### src/hw/snakePkg.sv
package snakePkg;

    // bus data width for the register block
    localparam int wbDataW = 16;

    // one board cell, compared as a byte or split into row and column
    typedef union packed {
        logic [7:0] raw;
        struct packed {
            // row, up is smaller
            logic [3:0] y;
            // column
            logic [3:0] x;
        } xy;
    } cellT;

    // game sequencer states, also reported in the status word
    typedef enum logic [1:0] {
        stIdle,
        stRun,
        stCheck,
        stDead
    } gameStateT;

    // move direction, up decrements y
    typedef enum logic [1:0] {
        dirRight,
        dirUp,
        dirLeft,
        dirDown
    } dirT;

    // register word addresses
    localparam logic [2:0] regCtrl  = 3'd0;
    localparam logic [2:0] regApple = 3'd1;
    localparam logic [2:0] regWall0 = 3'd2;
    localparam logic [2:0] regWall1 = 3'd3;
    localparam logic [2:0] regWall2 = 3'd4;
    localparam logic [2:0] regWall3 = 3'd5;
    localparam logic [2:0] regHead  = 3'd6;

endpackage

### src/hw/collisionDetector.sv
`timescale 1ns/1ns

module collisionDetector #(
    parameter int boardW    = 16,
    parameter int boardH    = 16,
    parameter int maxLength = 16,
    parameter int numWalls  = 4
) (
    input  logic                               clk,
    input  logic                               nrst,
    input  logic                               checkEnable,
    input  snakePkg::cellT                     nextHead,
    input  logic [maxLength-1:0][3:0]          segX,
    input  logic [maxLength-1:0][3:0]          segY,
    input  logic [maxLength-1:0]               segValid,
    input  snakePkg::cellT                     apple,
    input  snakePkg::cellT [numWalls-1:0]      walls,
    output logic                               badCollision,
    output logic                               goodCollision
);
    // outermost row and column are the border
    localparam logic [3:0] maxX = 4'(boardW - 1);
    localparam logic [3:0] maxY = 4'(boardH - 1);

    logic borderHit;
    logic wallHit;
    logic selfHit;
    logic appleHit;

    always_comb begin
        // left, right, top, bottom
        borderHit = (nextHead.xy.x == 4'd0) || (nextHead.xy.x >= maxX) ||
                    (nextHead.xy.y == 4'd0) || (nextHead.xy.y >= maxY);

        // host placed walls, byte compare
        wallHit = 1'b0;
        for (int i = 0; i < numWalls; i++) begin
            wallHit |= (walls[i].raw == nextHead.raw);
        end

        // every live segment counts, tail too
        selfHit = 1'b0;
        for (int i = 0; i < maxLength; i++) begin
            selfHit |= segValid[i] && ({segY[i], segX[i]} == nextHead.raw);
        end

        appleHit = (apple.raw == nextHead.raw);
    end

    // flags sampled on the check edge, held between checks
    always_ff @(posedge clk or negedge nrst) begin
        if (!nrst) begin
            badCollision  <= 1'b0;
            goodCollision <= 1'b0;
        end else if (checkEnable) begin
            badCollision  <= borderHit || wallHit || selfHit;
            goodCollision <= appleHit;
        end
    end

endmodule

### src/hw/snakeBody.sv
`timescale 1ns/1ns

module snakeBody #(
    parameter int boardW    = 16,
    parameter int boardH    = 16,
    parameter int maxLength = 16
) (
    input  logic                        clk,
    input  logic                        nrst,
    input  logic                        bodyInit,
    input  logic                        commit,
    input  logic                        grow,
    input  snakePkg::dirT               dir,
    output snakePkg::cellT              nextHead,
    output snakePkg::cellT              head,
    output logic [maxLength-1:0][3:0]   segX,
    output logic [maxLength-1:0][3:0]   segY,
    output logic [maxLength-1:0]        segValid,
    output logic [4:0]                  length,
    output logic [6:0]                  score
);
    import snakePkg::*;

    // spawn cell at the board center
    localparam logic [3:0] startX = 4'(boardW / 2);
    localparam logic [3:0] startY = 4'(boardH / 2);
    localparam logic [4:0] lenMax = 5'(maxLength);

    // slot 0 is always the head
    assign head.raw = {segY[0], segX[0]};

    // one step in dir, wrapping mod 16 so the border check sees it
    always_comb begin
        nextHead = head;
        case (dir)
            dirRight: nextHead.xy.x = head.xy.x + 4'd1;
            dirUp:    nextHead.xy.y = head.xy.y - 4'd1;
            dirLeft:  nextHead.xy.x = head.xy.x - 4'd1;
            dirDown:  nextHead.xy.y = head.xy.y + 4'd1;
            default:  nextHead = head;
        endcase
    end

    // segment shift register, tail falls off the top slot
    always_ff @(posedge clk or negedge nrst) begin
        if (!nrst) begin
            segX <= '0;
            segY <= '0;
        end else if (bodyInit) begin
            segX[0] <= startX;
            segY[0] <= startY;
        end else if (commit) begin
            segX <= {segX[maxLength-2:0], nextHead.xy.x};
            segY <= {segY[maxLength-2:0], nextHead.xy.y};
        end
    end

    always_ff @(posedge clk or negedge nrst) begin
        if (!nrst) begin
            length <= 5'd0;
            score  <= 7'd0;
        end else if (bodyInit) begin
            length <= 5'd1;
            score  <= 7'd0;
        end else if (commit && grow) begin
            // length stops at the slot count
            if (length < lenMax) begin
                length <= length + 5'd1;
            end
            // score saturates
            if (score != 7'd127) begin
                score <= score + 7'd1;
            end
        end
    end

    // live slots sit below length
    always_comb begin
        for (int i = 0; i < maxLength; i++) begin
            segValid[i] = (5'(i) < length);
        end
    end

endmodule

### src/hw/snakeCtrl.sv
`timescale 1ns/1ns

module snakeCtrl (
    input  logic                clk,
    input  logic                nrst,
    input  logic                startPulse,
    input  logic                tick,
    input  logic                badCollision,
    input  logic                goodCollision,
    output logic                running,
    output logic                checkEnable,
    output logic                bodyInit,
    output logic                commit,
    output logic                grow,
    output snakePkg::gameStateT gameState
);
    import snakePkg::*;

    logic canStart;

    // start only from idle or after a death
    assign canStart = (gameState == stIdle) || (gameState == stDead);

    // timer counts through run and check
    assign running = (gameState == stRun) || (gameState == stCheck);

    // detector samples the next head on the tick edge
    assign checkEnable = (gameState == stRun) && tick;

    // body resets on the same edge the state enters run
    assign bodyInit = canStart && startPulse;

    always_ff @(posedge clk or negedge nrst) begin
        if (!nrst) begin
            gameState <= stIdle;
            commit    <= 1'b0;
            grow      <= 1'b0;
        end else begin
            commit <= 1'b0;
            grow   <= 1'b0;
            case (gameState)
                stIdle, stDead: begin
                    if (startPulse) begin
                        gameState <= stRun;
                    end
                end
                stRun: begin
                    if (tick) begin
                        gameState <= stCheck;
                    end
                end
                stCheck: begin
                    // flags are fresh here, one cycle after the sample
                    if (badCollision) begin
                        gameState <= stDead;
                    end else begin
                        // move lands on the following edge
                        commit    <= 1'b1;
                        grow      <= goodCollision;
                        gameState <= stRun;
                    end
                end
                default: gameState <= stIdle;
            endcase
        end
    end

    // a restart never overlaps a move
    assert property (@(posedge clk) disable iff (!nrst) !(commit && bodyInit));

    // growth only rides on a committed move
    assert property (@(posedge clk) disable iff (!nrst) grow |-> commit);

endmodule

### src/hw/snakeGame.sv
`timescale 1ns/1ns

module snakeGame #(
    parameter int boardW     = 16,
    parameter int boardH     = 16,
    parameter int maxLength  = 16,
    parameter int numWalls   = 4,
    parameter int tickPeriod = 8
) (
    input  logic                         clk,
    input  logic                         nrst,
    input  logic                         cyc,
    input  logic                         stb,
    input  logic                         we,
    input  logic [2:0]                   adr,
    input  logic [snakePkg::wbDataW-1:0] datI,
    output logic [snakePkg::wbDataW-1:0] datO,
    output logic                         ack,
    output logic                         frameStrobe
);
    import snakePkg::*;

    // host registers
    dirT                      dir;
    logic                     startPulse;
    cellT                     apple;
    cellT [numWalls-1:0]      walls;

    // sequencer and timer
    gameStateT                gameState;
    logic                     running;
    logic                     tick;
    logic                     checkEnable;
    logic                     bodyInit;
    logic                     grow;

    // body and detector
    cellT                     nextHead;
    cellT                     head;
    logic [maxLength-1:0][3:0] segX;
    logic [maxLength-1:0][3:0] segY;
    logic [maxLength-1:0]     segValid;
    logic [4:0]               length;
    logic [6:0]               score;
    logic                     badCollision;
    logic                     goodCollision;

    wbRegs #(.numWalls(numWalls)) i_regs (
        .clk, .nrst, .cyc, .stb, .we, .adr, .datI, .datO, .ack,
        .dir, .startPulse, .apple, .walls, .gameState, .head, .length, .score
    );

    // commit doubles as the display frame strobe
    snakeCtrl i_ctrl (
        .clk, .nrst, .startPulse, .tick, .badCollision, .goodCollision,
        .running, .checkEnable, .bodyInit, .commit(frameStrobe), .grow, .gameState
    );

    stepTimer #(.tickPeriod(tickPeriod)) i_timer (
        .clk, .nrst, .running, .tick
    );

    snakeBody #(.boardW(boardW), .boardH(boardH), .maxLength(maxLength)) i_body (
        .clk, .nrst, .bodyInit, .commit(frameStrobe), .grow, .dir,
        .nextHead, .head, .segX, .segY, .segValid, .length, .score
    );

    collisionDetector #(
        .boardW(boardW), .boardH(boardH), .maxLength(maxLength), .numWalls(numWalls)
    ) i_coll (
        .clk, .nrst, .checkEnable, .nextHead, .segX, .segY, .segValid,
        .apple, .walls, .badCollision, .goodCollision
    );

endmodule

### src/hw/stepTimer.sv
`timescale 1ns/1ns

module stepTimer #(
    parameter int tickPeriod = 8
) (
    input  logic clk,
    input  logic nrst,
    input  logic running,
    output logic tick
);
    localparam int cntW = (tickPeriod > 1) ? $clog2(tickPeriod) : 1;
    localparam logic [cntW-1:0] lastCount = cntW'(tickPeriod - 1);

    logic [cntW-1:0] count;

    // move period counter, parked at 0 while no game runs
    always_ff @(posedge clk or negedge nrst) begin
        if (!nrst) begin
            count <= '0;
            tick  <= 1'b0;
        end else if (!running) begin
            count <= '0;
            tick  <= 1'b0;
        end else if (count == lastCount) begin
            // wrap gives the move pulse
            count <= '0;
            tick  <= 1'b1;
        end else begin
            count <= count + 1'b1;
            tick  <= 1'b0;
        end
    end

    // the check cycle must finish before the next tick lands
    if (tickPeriod < 3) begin : gPeriodCheck
        $error("stepTimer: tickPeriod below 3 overlaps two moves");
    end

    // ticks stay separated by a full period
    assert property (@(posedge clk) disable iff (!nrst) tick |=> !tick);

endmodule

### src/hw/wbRegs.sv
`timescale 1ns/1ns

module wbRegs #(
    parameter int numWalls = 4
) (
    input  logic                               clk,
    input  logic                               nrst,
    input  logic                               cyc,
    input  logic                               stb,
    input  logic                               we,
    input  logic [2:0]                         adr,
    input  logic [snakePkg::wbDataW-1:0]       datI,
    output logic [snakePkg::wbDataW-1:0]       datO,
    output logic                               ack,
    output snakePkg::dirT                      dir,
    output logic                               startPulse,
    output snakePkg::cellT                     apple,
    output snakePkg::cellT [numWalls-1:0]      walls,
    input  snakePkg::gameStateT                gameState,
    input  snakePkg::cellT                     head,
    input  logic [4:0]                         length,
    input  logic [6:0]                         score
);
    import snakePkg::*;

    logic               access;
    logic [wbDataW-1:0] rdData;

    // new cycle seen, ack not yet given
    assign access = cyc && stb && !ack;

    always_ff @(posedge clk or negedge nrst) begin
        if (!nrst) begin
            ack        <= 1'b0;
            startPulse <= 1'b0;
            dir        <= dirRight;
            apple      <= '0;
            // cell 0 sits on the border, harmless
            walls      <= '0;
        end else begin
            ack        <= access;
            startPulse <= access && we && (adr == regCtrl) && datI[15];
            if (access && we) begin
                if (adr == regCtrl) begin
                    dir <= dirT'(datI[1:0]);
                end
                if (adr == regApple) begin
                    apple.raw <= datI[7:0];
                end
                for (int i = 0; i < numWalls; i++) begin
                    if (adr == 3'(regWall0 + i)) begin
                        walls[i].raw <= datI[7:0];
                    end
                end
            end
        end
    end

    // status and cell read mux
    always_comb begin
        rdData = '0;
        if (adr == regCtrl) begin
            rdData = {score, length, gameState, dir};
        end else if (adr == regApple) begin
            rdData[7:0] = apple.raw;
        end else if (adr == regHead) begin
            rdData[7:0] = head.raw;
        end
        for (int i = 0; i < numWalls; i++) begin
            if (adr == 3'(regWall0 + i)) begin
                rdData[7:0] = walls[i].raw;
            end
        end
    end

    // read data valid with ack
    always_ff @(posedge clk or negedge nrst) begin
        if (!nrst) begin
            datO <= '0;
        end else if (access) begin
            datO <= rdData;
        end
    end

    // every ack answers a request one cycle earlier
    assert property (@(posedge clk) disable iff (!nrst) ack |-> $past(cyc && stb));

endmodule

### config.mk
export PLATFORM = sky130hd
export DESIGN_NAME = snakeGame
export DESIGN_NICKNAME = d
export VERILOG_FILES = /design/src/hw/snakePkg.sv /design/src/hw/collisionDetector.sv /design/src/hw/snakeBody.sv /design/src/hw/snakeCtrl.sv /design/src/hw/snakeGame.sv /design/src/hw/stepTimer.sv /design/src/hw/wbRegs.sv
export SDC_FILE = /design/constraint.sdc
export NUM_CORES = 1
export LEC_CHECK = 0
export BUFFER_PORTS_ARGS = -buffer_cell sky130_fd_sc_hd__clkbuf_2
export CORE_MARGIN = 4
export CORE_UTILIZATION = 40
export CTS_CLUSTER_SIZE = 12
export DETAILED_ROUTE_END_ITERATION = 8
export REMOVE_ABC_BUFFERS = 1
export SLEW_MARGIN = 10
export SYNTH_ARGS = -nofsm -noshare
export SYNTH_HDL_FRONTEND = slang
export SYNTH_SLANG_ARGS = --single-unit
### constraint.sdc
create_clock -name clk -period 5.98 [get_ports clk]
set_input_delay 0.598 -clock clk [delete_from_list [all_inputs] [get_ports clk]]
set_output_delay 0.598 -clock clk [all_outputs]
set_load 0.02 [all_outputs]
# --- Word level (Yosys, flattened, before mapping) ---
# Cells that the tools add are included.
op_classes:
  eq_ne: 37
  magnitude_cmp: 19
  reduce_logical: 52
  n_addsub: 7
  mux: 32
  bitwise: 19
ops:
  columns: ["op", "count"]
  rows:
  - ["$eq A8 B8 Y1", 21]
  - ["$mux W8", 8]
  - ["$lt A4 B5 Y1 const A", 8]
  - ["$logic_and A1 B1 Y1", 24]
  - ["$mux W7", 3]
  - ["$lt A3 B5 Y1 const A", 4]
  - ["$reduce_and A2 Y1", 10]
  - ["$or A1 B1 Y1", 18]
  - ["$mux W4", 4]
  - ["$pmux W4 S2", 2]
  - ["$mux W5", 3]
  - ["$eq A3 B3 Y1 const B", 4]
  - ["$lt A1 B5 Y1 const A", 2]
  - ["$lt A2 B5 Y1 const A", 2]
  - ["$add A4 B1 Y4 const B", 2]
  - ["$eq A2 B2 Y1 const B", 4]
  - ["$ge A4 B4 Y1 const B", 2]
  - ["$logic_not A4 Y1", 2]
  - ["$reduce_bool A2 Y1", 4]
  - ["$sub A4 B1 Y4 const B", 2]
  - ["$add A7 B1 Y7 const B", 1]
  - ["$logic_or A1 B1 Y1", 7]
  - ["$ne A7 B7 Y1 const B", 1]
  - ["$eq A3 B2 Y1 const B", 2]
  - ["other kinds (16)", 26]
totals:
  output_inout_bits: 18
  in_bits: 24
  elab_cells: 216
  reg_bits: 210

# --- Longest topological paths before layout ---
# Gate-level depths: netlist of run 1.
logic_depth:
  word_depth: 20
  mapped_depth: 14
  depth_no_buf: 11

# --- Cells and area by module ---
# Synthesis of run 1 repeated with hierarchy kept, for this count alone.
unflattened:
  hier_cells: 949
  area_unflattened_um2: 11324.6
modules_own_cells:
  columns: ["module", "area_per_inst_um2", "n_inst", "seq_area_each_um2", "cells_each"]
  rows:
  - ["snakeBody", 5830.6, 1, 3503.4, 419]
  - ["wbRegs", 2880.3, 1, 1501.4, 227]
  - ["collisionDetector", 2234.6, 1, 50.0, 271]
  - ["snakeCtrl", 219.0, 1, 100.1, 22]
  - ["stepTimer", 160.2, 1, 100.1, 10]

# --- Least setup slack after synthesis of run 1 ---
# OpenSTA, ideal clock, no wires.
synth_path:
  path_kind: "flip-flop to flip-flop"
  start: "reg i_body.segY, in the netlist i_body.head[4]"
  end: "reg i_coll.badCollision"
  n_path_buf: 3
  setup_ns: 0.144
  arrival_ns: 3.497
  stages_incl_launch_ff: 14
  path_slack_ns: 2.340
  period_less_slack_ns: 3.640
  required_time_ns: 5.836
  cell_sequence: "dfrtp_1 > buf_4 > buf_1 > inv_1 > fa_1 > clkbuf_1 > nor2b_1 > nor2_2 > xor2_1 > o2111ai_1 > nor4_1 > or4_1 > a2111oi_2 > a41oi_1"
synth_via:
  elab_chain_len: 20
  elab_cells_between_ends: 63
  cone_classes: "2 x add/sub; 1 x order compare; 20 x eq/ne; 1 x mux; 18 x bitwise; 21 x reduce/logical"
synth_rtl:
  columns: ["element", "line_no", "text"]
  rows:
  - ["start: declaration", "snakeBody.sv:17", "output logic [maxLength-1:0][3:0] segY,"]
  - ["start signal: assignment", "snakeBody.sv:54", "segY <= {segY[maxLength-2:0], nextHead.xy.y};"]
  - ["$add A4 B1 Y4 or $sub A4 B1 Y4 (tied branches)", "snakeBody.sv:39, snakeBody.sv:37", null]
  - ["$pmux W4 S2", "snakeBody.sv:35", "case (dir)"]
  - ["$eq A8 B8 Y1", "collisionDetector.sv:44", "selfHit |= segValid[i] && ({segY[i], segX[i]} == nextHead.raw);"]
  - ["$logic_and A1 B1 Y1", "collisionDetector.sv:44", null]
  - ["$or A1 B1 Y1 (15 in a row)", "collisionDetector.sv:44", null]
  - ["$logic_or A1 B1 Y1 (*)", "collisionDetector.sv:56", "badCollision <= borderHit || wallHit || selfHit;"]
  - ["end signal: assignment", "collisionDetector.sv:56", null]
  - ["end: declaration", "collisionDetector.sv:18", "output logic badCollision,"]
# Mark *: on every way between the ends. The rest lies on a longest branch, timed or not.
# A chain may end at the register's enable or synchronous reset.

# --- Worst setup path in the final report of run 1 ---
# Ends and elaborated chain as after synthesis.

==> flow_summary.ini, run 1 <==
[clock_tree]
cts.path.max_buffers = 3
clk_latency_ns = 0.51
cts_resized = 0
h-tree-depth = 1
numCtsBuffers = 24
ctsHoldBuffers = 0
cts-root-buf = clkbuf_16
post-cts-setup-buffer-count = 0
clk_pin_slew_ns = 0.06
numClockSinks = 210
cts_tree = done

[synth]
synth_flop_cell = dfrtp_1
ys_ff_latch = 210
synth.area.top_cells = dfrtp_1, mux2_2, xnor2_1
synth_edf_count = 0
avgSynthCellArea_um2 = 11.5
async_flop_share_pct = 100
yosys_warnings = 0
synthCells = 982
netlist.area_leader.share_pct = 46.5
yosysTopAreaCell = dfrtp_1
ys_seq_area_share_pct = 46.5
yosysUniqueCellTypes = 70
syn_area_mm2 = 0.0113

[timing]
final.min_clock_period_ns = 4.44
fmax_mhz = 225
slew_headroom_pct = 20.0
fin_tns_setup_ns = 0
finalSetupViolCount = 0
rsz0062_at_grt = no
finalCritPeriodShare_pct = 74.2
final_max_slew_viol_count = 0
hold_violations = 0
worstMarginPinSlew_ns = 1.18
skew_ns = 0.0102

[placed_design]
gp_congestion = 0.822
place_inst = 1348
hpwl_mm = 18.5
numPortBuffers = 34
post_dp_cell_area_mm2 = 0.0119

[critical_path]
cpPeakStageDelay_ns = 1.04
cp_slowest_cell = dfrtp_1
cp_cell_sequence = inv_1 > fa_1 > xnor2_1 > mux2i_4 > xor2_1 > nand3_1 > o41ai_1 > a2111oi_2 > a41oi_1
cp.required_ns = 6.40
path_max_fanout = 19
cpLargestDelayFamily = compound AO/OA/AOI/OAI gates
critPathCaptureType = register
cp-start-kind = register
worstPathArrival_ns = 4.86
crit_buf_inv = 1
worst-setup-path-type = register to register

[floorplan]
ioPinCount = 42
dieHeight_um = 176
rows = 61
initial_core_util_pct = 40.6
core_area_mm2 = 0.0279
die_w_um = 176
dieArea_mm2 = 0.0310

[cells_and_area]
mostFrequentLayoutCells = dfrtp_1, mux2_2, xnor2_1
fin_area_mm2 = 0.0127
syn2layout_area_growth_pct = 12.5
final_cells = 1392
multi_input_area_mm2 = 0.00577
num_antenna_cells = 0
final_common_cell = dfrtp_1
final_nets = 1030
drive_above_1_share_pct = 26.3
num-fill-cells = 2583
regArea_mm2 = 0.00526
post-route-util_pct = 45.7

[grt]
grt_pass1_vias = 7530
grt_overflow = 0
grt_use_total_pct = 17.9
grt_max_degree = 123
antenna_found_initial = 0
grt_first_pass_wirelength_mm = 44.2

[hold_path]
hold_class = input port to asynchronous set/reset pin

[job]
maxCapViolCount = 0

[power]
p_leak_nw = 5.83
peakVddDrop_mv = 0.190
p_per_area_mw_per_mm2 = 420

[routing]
first_pass_iters = 5
vias = 7496
drc = 0
viasPerCell = 5.39
avgRoutedWirePerCell_um = 19.6
wl_mm = 27.3
drtIter0Drc = 552
ant_nets = 0

[outcome]
status = complete, no violations
[state kept, by name, indices dropped and copies added, names as in the netlist]
signal and flops:
i_regs.dir 2, i_timer.tick 1, i_regs.datO 16, i_ctrl.gameState 2
i_body.head 8, i_ctrl.grow 1, i_body.score 7, i_regs.ack 1
i_ctrl.commit 1, i_coll.goodCollision 1, i_regs.apple 8, i_body.length 5
i_regs.walls 32, i_timer.count 3, i_body.segY 60, i_body.segX 60
i_coll.badCollision 1, i_regs.startPulse 1
[worst reg2reg max path: cells and delay by family, from the launching register on]
family | cells | cell delay (ns)
flops | 1 | 1.04
buf+inv | 1 | 0.26
compound gates | 3 | 1.25
simple gates | 1 | 0.16
xor+xnor | 2 | 0.42
mux | 1 | 0.73
fa+ha+maj | 1 | 0.49
[power by group]
| part | internal [W] | leakage (nW) | total (W) | switching [W] |
|---|---|---|---|---|
| clock | 0.000960 | 0.415 | 0.00155 | 0.000588 |
| sequential | 0.00155 | 2.86 | 0.00175 | 0.000203 |
| combinational | 0.000866 | 2.55 | 0.00204 | 0.00118 |
| total | 0.00337 | 5.83 | 0.00534 | 0.00197 |
[per-stage QoR]
stage                     setup WS (ns)  hold WS [ns]  total power [W]
final                              1.54         0.141          0.00534
after global routing               1.30         0.208          0.00567
after CTS                          1.57         0.185          0.00539
after detailed placement           1.59         0.432          0.00382
after global placement             1.61         0.425          0.00380
after floorplan                  -0.962         0.302          0.00316
[cells by family (layout without fill, tap and decap cells)]
| group | after synthesis | after routing | synth area share [%] |
|---|---|---|---|
| buffers and inverters | 76 | 108 | 2.79 |
| AOI/OAI and AO/OA | 128 | 128 | 7.94 |
| and+or+nand+nor | 191 | 191 | 8.85 |
| adders and majority gates | 10 | 10 | 1.17 |
| muxes | 181 | 181 | 17.8 |
| xor gates and xnor gates | 186 | 186 | 15.0 |
| DFF | 210 | 210 | 46.5 |
[synth_stat cells, drive strengths merged, types with 2 or more instances]
library cell and instances:
xnor2 97, a31oi 8, o22ai 3, and3 4, o41ai 2, nand3 18, a22o 8, a311oi 2
dfrtp 210, inv 12, xor2 88, o2111ai 4, o31ai 3, nor4 15, and2 4, a21oi 34
nor2b 10, or3 5, nor3 18, or4 3, or3b 2, nand2b 2, ha 9, mux2 158
a32oi 2, nand2 38, a211oi 14, nand4 16, nor2 46, o21a 2, o32a 2, o21ai 24
nor4b 3, clkbuf 42, a2111oi 5, and4 2, mux2i 23, nor3b 2, buf 22, a21o 2
a41oi 3
[final cells by class]
cell class,count,area share (%)
inverters,12,0.354
clock buffers,39,6.04
well taps,378,3.72
multi-input cells,696,45.4
clock inverters,5,0.610
flip-flops and latches,210,41.3
repair buffers,52,2.58
[routing by layer]
layer,share of wire [%],track usage [%],vias to the layer above,wire [um]
met2,45,27.8,140,12300
met5,0,0,-,0
met1,49,26.2,3789,13300
met3,3.7,2.51,46,1010
li1,-,-,3521,-
met4,2.9,4.94,0,792
[path summary, 6_finish.rpt]
path	start	end	slack [ns]	depth (start not counted)
setup / recovery	i_body.head[4]$_DFFE_PN0P_	i_coll.badCollision$_DFFE_PN0P_	1.54	9
max in group asynchronous	nrst	i_body.segY[38]$_DFFE_PN0P_	4.58	2
min in group clk	datI[2]	i_regs.walls[10]$_DFFE_PN0P_	0.39	2
hold / removal	nrst	i_regs.datO[1]$_DFFE_PN0P_	0.14	1
setup reg to reg	i_body.head[4]$_DFFE_PN0P_	i_coll.badCollision$_DFFE_PN0P_	1.54	9
hold reg to reg	i_timer.count[0]$_DFF_PN0_	i_timer.count[0]$_DFF_PN0_	0.43	1
Power figures use the tool's default switching activity.
==> inputs of run 2 (changes only) <==
==> constraint.sdc (replaced) <==
create_clock -name clk -period 4.4 [get_ports clk]
set_input_delay 0.44 -clock clk [delete_from_list [all_inputs] [get_ports clk]]
set_output_delay 0.44 -clock clk [all_outputs]
set_load 0.02 [all_outputs]
==> run 2 against run 1 <==
Effect of this change: the flow now finishes with violations (negative hold slack); clock-buffer cell count down 4; total power grew 35%; register-to-register slack got worse by 1.0 ns; combinational power rose by 40%; clock power increased by 28%; cell count is 0.43% higher; sequential share of layout area hardly changed; sequential power increased by 34%; non-clock buffer count increased by 7; via count down 0.24%; highest routed layer unchanged.
==> flow_summary.ini, run 2 (synthesis gave the netlist of run 1 again) <==
[hold_path]
hold_class = input port to asynchronous set/reset pin

[grt]
grt_max_degree = 110
grt_overflow = 0
antenna_found_initial = 0
grt_pass1_vias = 7473
grt_use_total_pct = 18.2
grt_first_pass_wirelength_mm = 44.5

[floorplan]
rows = 61
core_area_mm2 = 0.0279
dieHeight_um = 176
dieArea_mm2 = 0.0310
ioPinCount = 42
die_w_um = 176
initial_core_util_pct = 40.6

[critical_path]
crit_path_end = i_coll.badCollision$_DFFE_PN0P_
cp.required_ns = 4.77
r2r_cells = 9
rrSetupSlack_ns = 0.53
cp_slowest_cell = a211oi_4
worstPathArrival_ns = 4.24
cp.depth = 9
r2r-start = i_regs.dir[1]$_DFFE_PN0P_
cp_cell_sequence = nand2_1 > ha_1 > o311a_1 > a211oi_4 > xor2_1 > and4_1 > or4_1 > a2111oi_2 > a41oi_1
r2r_end = i_coll.badCollision$_DFFE_PN0P_
critPathCaptureType = register
cpLargestDelayFamily = compound AO/OA/AOI/OAI gates
worst-setup-path-type = register to register
crit_buf_inv = 0
cpPeakStageDelay_ns = 0.72
path_max_fanout = 12
cp-start-kind = register
startpoint = i_regs.dir[1]$_DFFE_PN0P_

[clock_tree]
cts.path.max_buffers = 3
clk_pin_slew_ns = 0.06
cts_tree = done
post-cts-setup-buffer-count = 0
ctsHoldBuffers = 0
clk_latency_ns = 0.52
numClockSinks = 210
numCtsBuffers = 24
cts-root-buf = clkbuf_16
cts_resized = 0
h-tree-depth = 1

[timing]
fmax_mhz = 258
hold_violations = 18
finalSetupViolCount = 0
slew_headroom_pct = 17.9
rsz0062_at_grt = no
final_max_slew_viol_count = 0
worstMarginPinSlew_ns = 1.23
finalCritPeriodShare_pct = 87.9
final.min_clock_period_ns = 3.87
skew_ns = 0.0156
holdWs_ns = -0.0505

[routing]
avgRoutedWirePerCell_um = 20.1
viasPerCell = 5.35
drtIter0Drc = 538
drc = 0
first_pass_iters = 5
wl_mm = 28.1
vias = 7478
ant_nets = 0

[cells_and_area]
largest_registers = i_body.segX: 60 flops, i_body.segY: 60 flops, i_regs.walls: 32 flops
mostFrequentLayoutCells = dfrtp_1, mux2_2, xnor2_1
drive_above_1_share_pct = 26.8
final_nets = 1037
regArea_mm2 = 0.00526
final_common_cell = dfrtp_1
num-fill-cells = 2643
multi_input_area_mm2 = 0.00577
post-route-util_pct = 45.7
num_antenna_cells = 0
syn2layout_area_growth_pct = 12.5

[placed_design]
hpwl_mm = 19.0
gp_congestion = 0.864
numPortBuffers = 34

[job]
maxCapViolCount = 0

[power]
p_leak_nw = 5.84
p_total_w = 0.00719
p_per_area_mw_per_mm2 = 565
peakVddDrop_mv = 0.273

[outcome]
status = complete, but fails checks
violations = negative hold slack
[run 2: cell types whose count changed in the layout (fill, tap and decap cells not counted), sizes merged]
cell,before,now
clkbuf,72,68
clkinv,2,6
bufinv,2,1
buf,19,26
[run 2: metrics by stage]
step	instance area, um2	std cells	worst slack, ns	TNS (ns)
2_1_floorplan	11000	918	-2.54	-305.02
3_3_place_gp	11900	1355	0.622	0
3_5_place_dp	11900	1355	0.591	0
4_1_cts	12700	1398	0.538	0
5_1_grt	12700	1398	0.299	0
6_report	12700	1398	0.531	0
[run 2: worst min path at each step]
| stage | start | end | slack (ns) |
|---|---|---|---|
| after global routing | nrst | i_regs.datO[4]$_DFFE_PN0P_ | 0.03 |
| final | nrst | i_regs.datO[4]$_DFFE_PN0P_ | -0.05 |
| after detailed placement | i_timer.count[0]$_DFF_PN0_ | i_timer.count[0]$_DFF_PN0_ | 0.43 |
| after CTS | nrst | i_regs.datO[4]$_DFFE_PN0P_ | 0.01 |
| after floorplan | nrst | i_body.head[0]$_DFFE_PN0P_ | 0.14 |
| after global placement | i_timer.count[0]$_DFF_PN0_ | i_timer.count[0]$_DFF_PN0_ | 0.42 |
[run 2: power breakdown]
| group | leakage [nW] | total, W | switching (W) | internal (W) |
|---|---|---|---|---|
| clock | 0.388 | 0.00199 | 0.000813 | 0.00118 |
| combinational | 2.59 | 0.00286 | 0.00164 | 0.00122 |
| sequential | 2.86 | 0.00234 | 0.000234 | 0.00210 |
[run 2: final cells by class]
class / count / area share (%)
clock buffer: 35 / 5.61
timing repair buffer: 59 / 3.09
clock inverter: 8 / 0.531
tap: 378 / 3.72
sequential: 210 / 41.3
multi-input combinational: 696 / 45.4
inverter: 12 / 0.354
[run 2: routing by layer]
metal	routed length, um	part of all wire (%)	vias up	global-route usage [%]
met5	0	0	-	0
met3	1040	3.7	45	2.36
met1	13400	48	3763	26.6
li1	-	-	3536	-
met4	795	2.8	0	5.36
met2	12900	46	134	28.6
==> inputs of run 3 (changes only) <==
--- a/config.mk
+++ b/config.mk
@@ -5,9 +5,11 @@
 export SDC_FILE = /design/constraint.sdc
 export NUM_CORES = 1
 export LEC_CHECK = 0
+export ABC_AREA = 0
 export BUFFER_PORTS_ARGS = -buffer_cell sky130_fd_sc_hd__clkbuf_2
 export CORE_MARGIN = 4
 export CORE_UTILIZATION = 40
+export CTS_BUF_LIST = sky130_fd_sc_hd__clkbuf_8
 export CTS_CLUSTER_SIZE = 12
 export DETAILED_ROUTE_END_ITERATION = 8
 export REMOVE_ABC_BUFFERS = 1
==> run 3 against run 2 <==
Effect of this change: the flow still finishes with violations (negative hold slack); clock power shrank 16%; cell count grew 1.4%; die area is the same; cell area shrank 0.85%; combinational power is essentially flat; global-route usage grew 0.071 points; worst setup slack gained 0.029 ns; critical path depth grew 1; critical path type unchanged.
==> flow_summary.ini, run 3 (synthesis gave the netlist of run 1 again) <==
[outcome]
status = complete, but fails checks
violations = negative hold slack

[cells_and_area]
drive_above_1_share_pct = 27.0
final_cells = 1418
final_common_cell = dfrtp_1
multi_input_area_mm2 = 0.00577
final_nets = 1050
num_antenna_cells = 0
mostFrequentLayoutCells = dfrtp_1, mux2_2, xnor2_1
num-fill-cells = 2655
post-route-util_pct = 45.3
regArea_mm2 = 0.00526
syn2layout_area_growth_pct = 11.6
largest_registers = i_body.segX: 60 flops, i_body.segY: 60 flops, i_regs.walls: 32 flops

[job]
maxCapViolCount = 0

[grt]
antenna_found_initial = 0
grt_overflow = 0
grt_use_total_pct = 18.3
grt_max_degree = 110
grt_pass1_vias = 7628
grt_first_pass_wirelength_mm = 44.5

[placed_design]
numPortBuffers = 34
place_inst = 1355
hpwl_mm = 19.0
gp_congestion = 0.864
pre_cts_slack_ns = 0.591

[critical_path]
worstPathArrival_ns = 4.28
critPathCaptureType = register
path_max_fanout = 12
cp.required_ns = 4.84
r2r_cells = 10
cp_slowest_cell = a211oi_4
r2r-start = i_regs.dir[1]$_DFFE_PN0P_
worst-setup-path-type = register to register
r2r_end = i_coll.badCollision$_DFFE_PN0P_
cpLargestDelayFamily = compound AO/OA/AOI/OAI gates
cp_cell_sequence = nand2_1 > ha_1 > o311a_1 > a211oi_4 > buf_4 > xnor2_1 > or3b_1 > o211a_1 > o21bai_1 > a41oi_1
rrSetupSlack_ns = 0.56
cpPeakStageDelay_ns = 0.72
cp-start-kind = register
crit_buf_inv = 1

[routing]
viasPerCell = 5.36
drtIter0Drc = 506
met3_length_mm = 1.28
avgRoutedWirePerCell_um = 19.9
wl_mm = 28.2
wl_met2_mm = 13.1
ant_nets = 0
vias = 7604
drc = 0
highest_layer = met4
wl_met1_mm = 13.2
first_pass_iters = 4

[power]
p_sw_w = 0.00267
p_total_w = 0.00688
swShare_pct = 38.8
p_clk_share_pct = 24.4
p_int_w = 0.00420
combPwrFrac_pct = 41.6
pwr-share-seq_pct = 34.0
p_leak_nw = 5.86
p_per_area_mw_per_mm2 = 545
peakVddDrop_mv = 0.255

[floorplan]
initial_core_util_pct = 40.6
dieHeight_um = 176
die_w_um = 176
ioPinCount = 42
dieArea_mm2 = 0.0310
rows = 61
core_area_mm2 = 0.0279

[clock_tree]
h-tree-depth = 2
clk_latency_ns = 0.53
numClockSinks = 210
clk_pin_slew_ns = 0.06
cts_resized = 0
cts_tree = done
post-cts-setup-buffer-count = 0
cts-root-buf = clkbuf_8
cts.path.max_buffers = 3
numCtsBuffers = 37
ctsHoldBuffers = 0

[timing]
finalCritPeriodShare_pct = 87.3
fin_ws_ns = 0.560
slew_headroom_pct = 16.9
final_max_slew_viol_count = 0
worstMarginPinSlew_ns = 1.24
skew_ns = 0.0206
holdWs_ns = -0.0466
rsz0062_at_grt = no
hold_violations = 15
finalSetupViolCount = 0
final.min_clock_period_ns = 3.84
fmax_mhz = 260

[hold_path]
hold_class = input port to asynchronous set/reset pin
==> run 3: cell count changes in the layout (fill, tap and decap cells not counted) <==
cell,delta
clkbuf_1,-5
bufinv_16,-1
clkinv_2,-4
inv_1,+17
clkbuf_16,-25
clkbuf_8,+38
==> run 3: worst register-to-register path, stage by stage (launching register included) <==
cell and delay (ns):
dfrtp_1 0.60, nand2_1 0.20, ha_1 0.42, o311a_1 0.42
a211oi_4 0.72, buf_4 0.34, xnor2_1 0.10, or3b_1 0.38
o211a_1 0.13, o21bai_1 0.18, a41oi_1 0.29
==> run 3: power groups by stage <==
stage | combinational [W] | sequential (W) | clock [W]
3_3_place_gp | 0.00283 | 0.00237 | 0
3_5_place_dp | 0.00286 | 0.00237 | 0
2_1_floorplan | 0.00191 | 0.00239 | 0
5_1_grt | 0.00311 | 0.00237 | 0.00181
6_report | 0.00286 | 0.00234 | 0.00168
4_1_cts | 0.00288 | 0.00234 | 0.00173
==> run 3: through the flow <==
stage	setup TNS, ns	instance area (um2)	hold WS [ns]
floorplan	-305.02	11000	0.144
global placement	0	11900	0.425
detailed placement	0	11900	0.431
CTS	0	12600	0.00435
global route	0	12600	0.0401
finish	0	12600	-0.0466
==> run 3: metal layers <==
layer / vias up / global-route usage [%]
met4: 0 / 5.69
met2: 158 / 28.9
met1: 3828 / 25.9
met3: 39 / 2.98
met5: - / 0
li1: 3579 / -
==> run 3: final cells by class <==
class,count,share of cell area (%)
multi-input cells,696,45.8
clock inverters,20,0.645
flip-flops and latches,210,41.7
inverters,12,0.357
well taps,378,3.75
repair buffers,59,3.12
clock buffers,43,4.69
==> run 3: worst max path at each step <==
stage / from / to / slack (ns) / depth (start not counted)
floorplan: i_ctrl.gameState[0]$_DFFE_PN0P_ / i_body.segX[10]$_DFFE_PN0P_ / -2.54 / 5
global placement: i_regs.dir[1]$_DFFE_PN0P_ / i_coll.badCollision$_DFFE_PN0P_ / 0.62 / 9
detailed placement: i_regs.dir[1]$_DFFE_PN0P_ / i_coll.badCollision$_DFFE_PN0P_ / 0.59 / 9
CTS: i_regs.dir[1]$_DFFE_PN0P_ / i_coll.badCollision$_DFFE_PN0P_ / 0.58 / 10
global route: i_regs.dir[1]$_DFFE_PN0P_ / i_coll.badCollision$_DFFE_PN0P_ / 0.33 / 9
finish: i_regs.dir[1]$_DFFE_PN0P_ / i_coll.badCollision$_DFFE_PN0P_ / 0.56 / 10
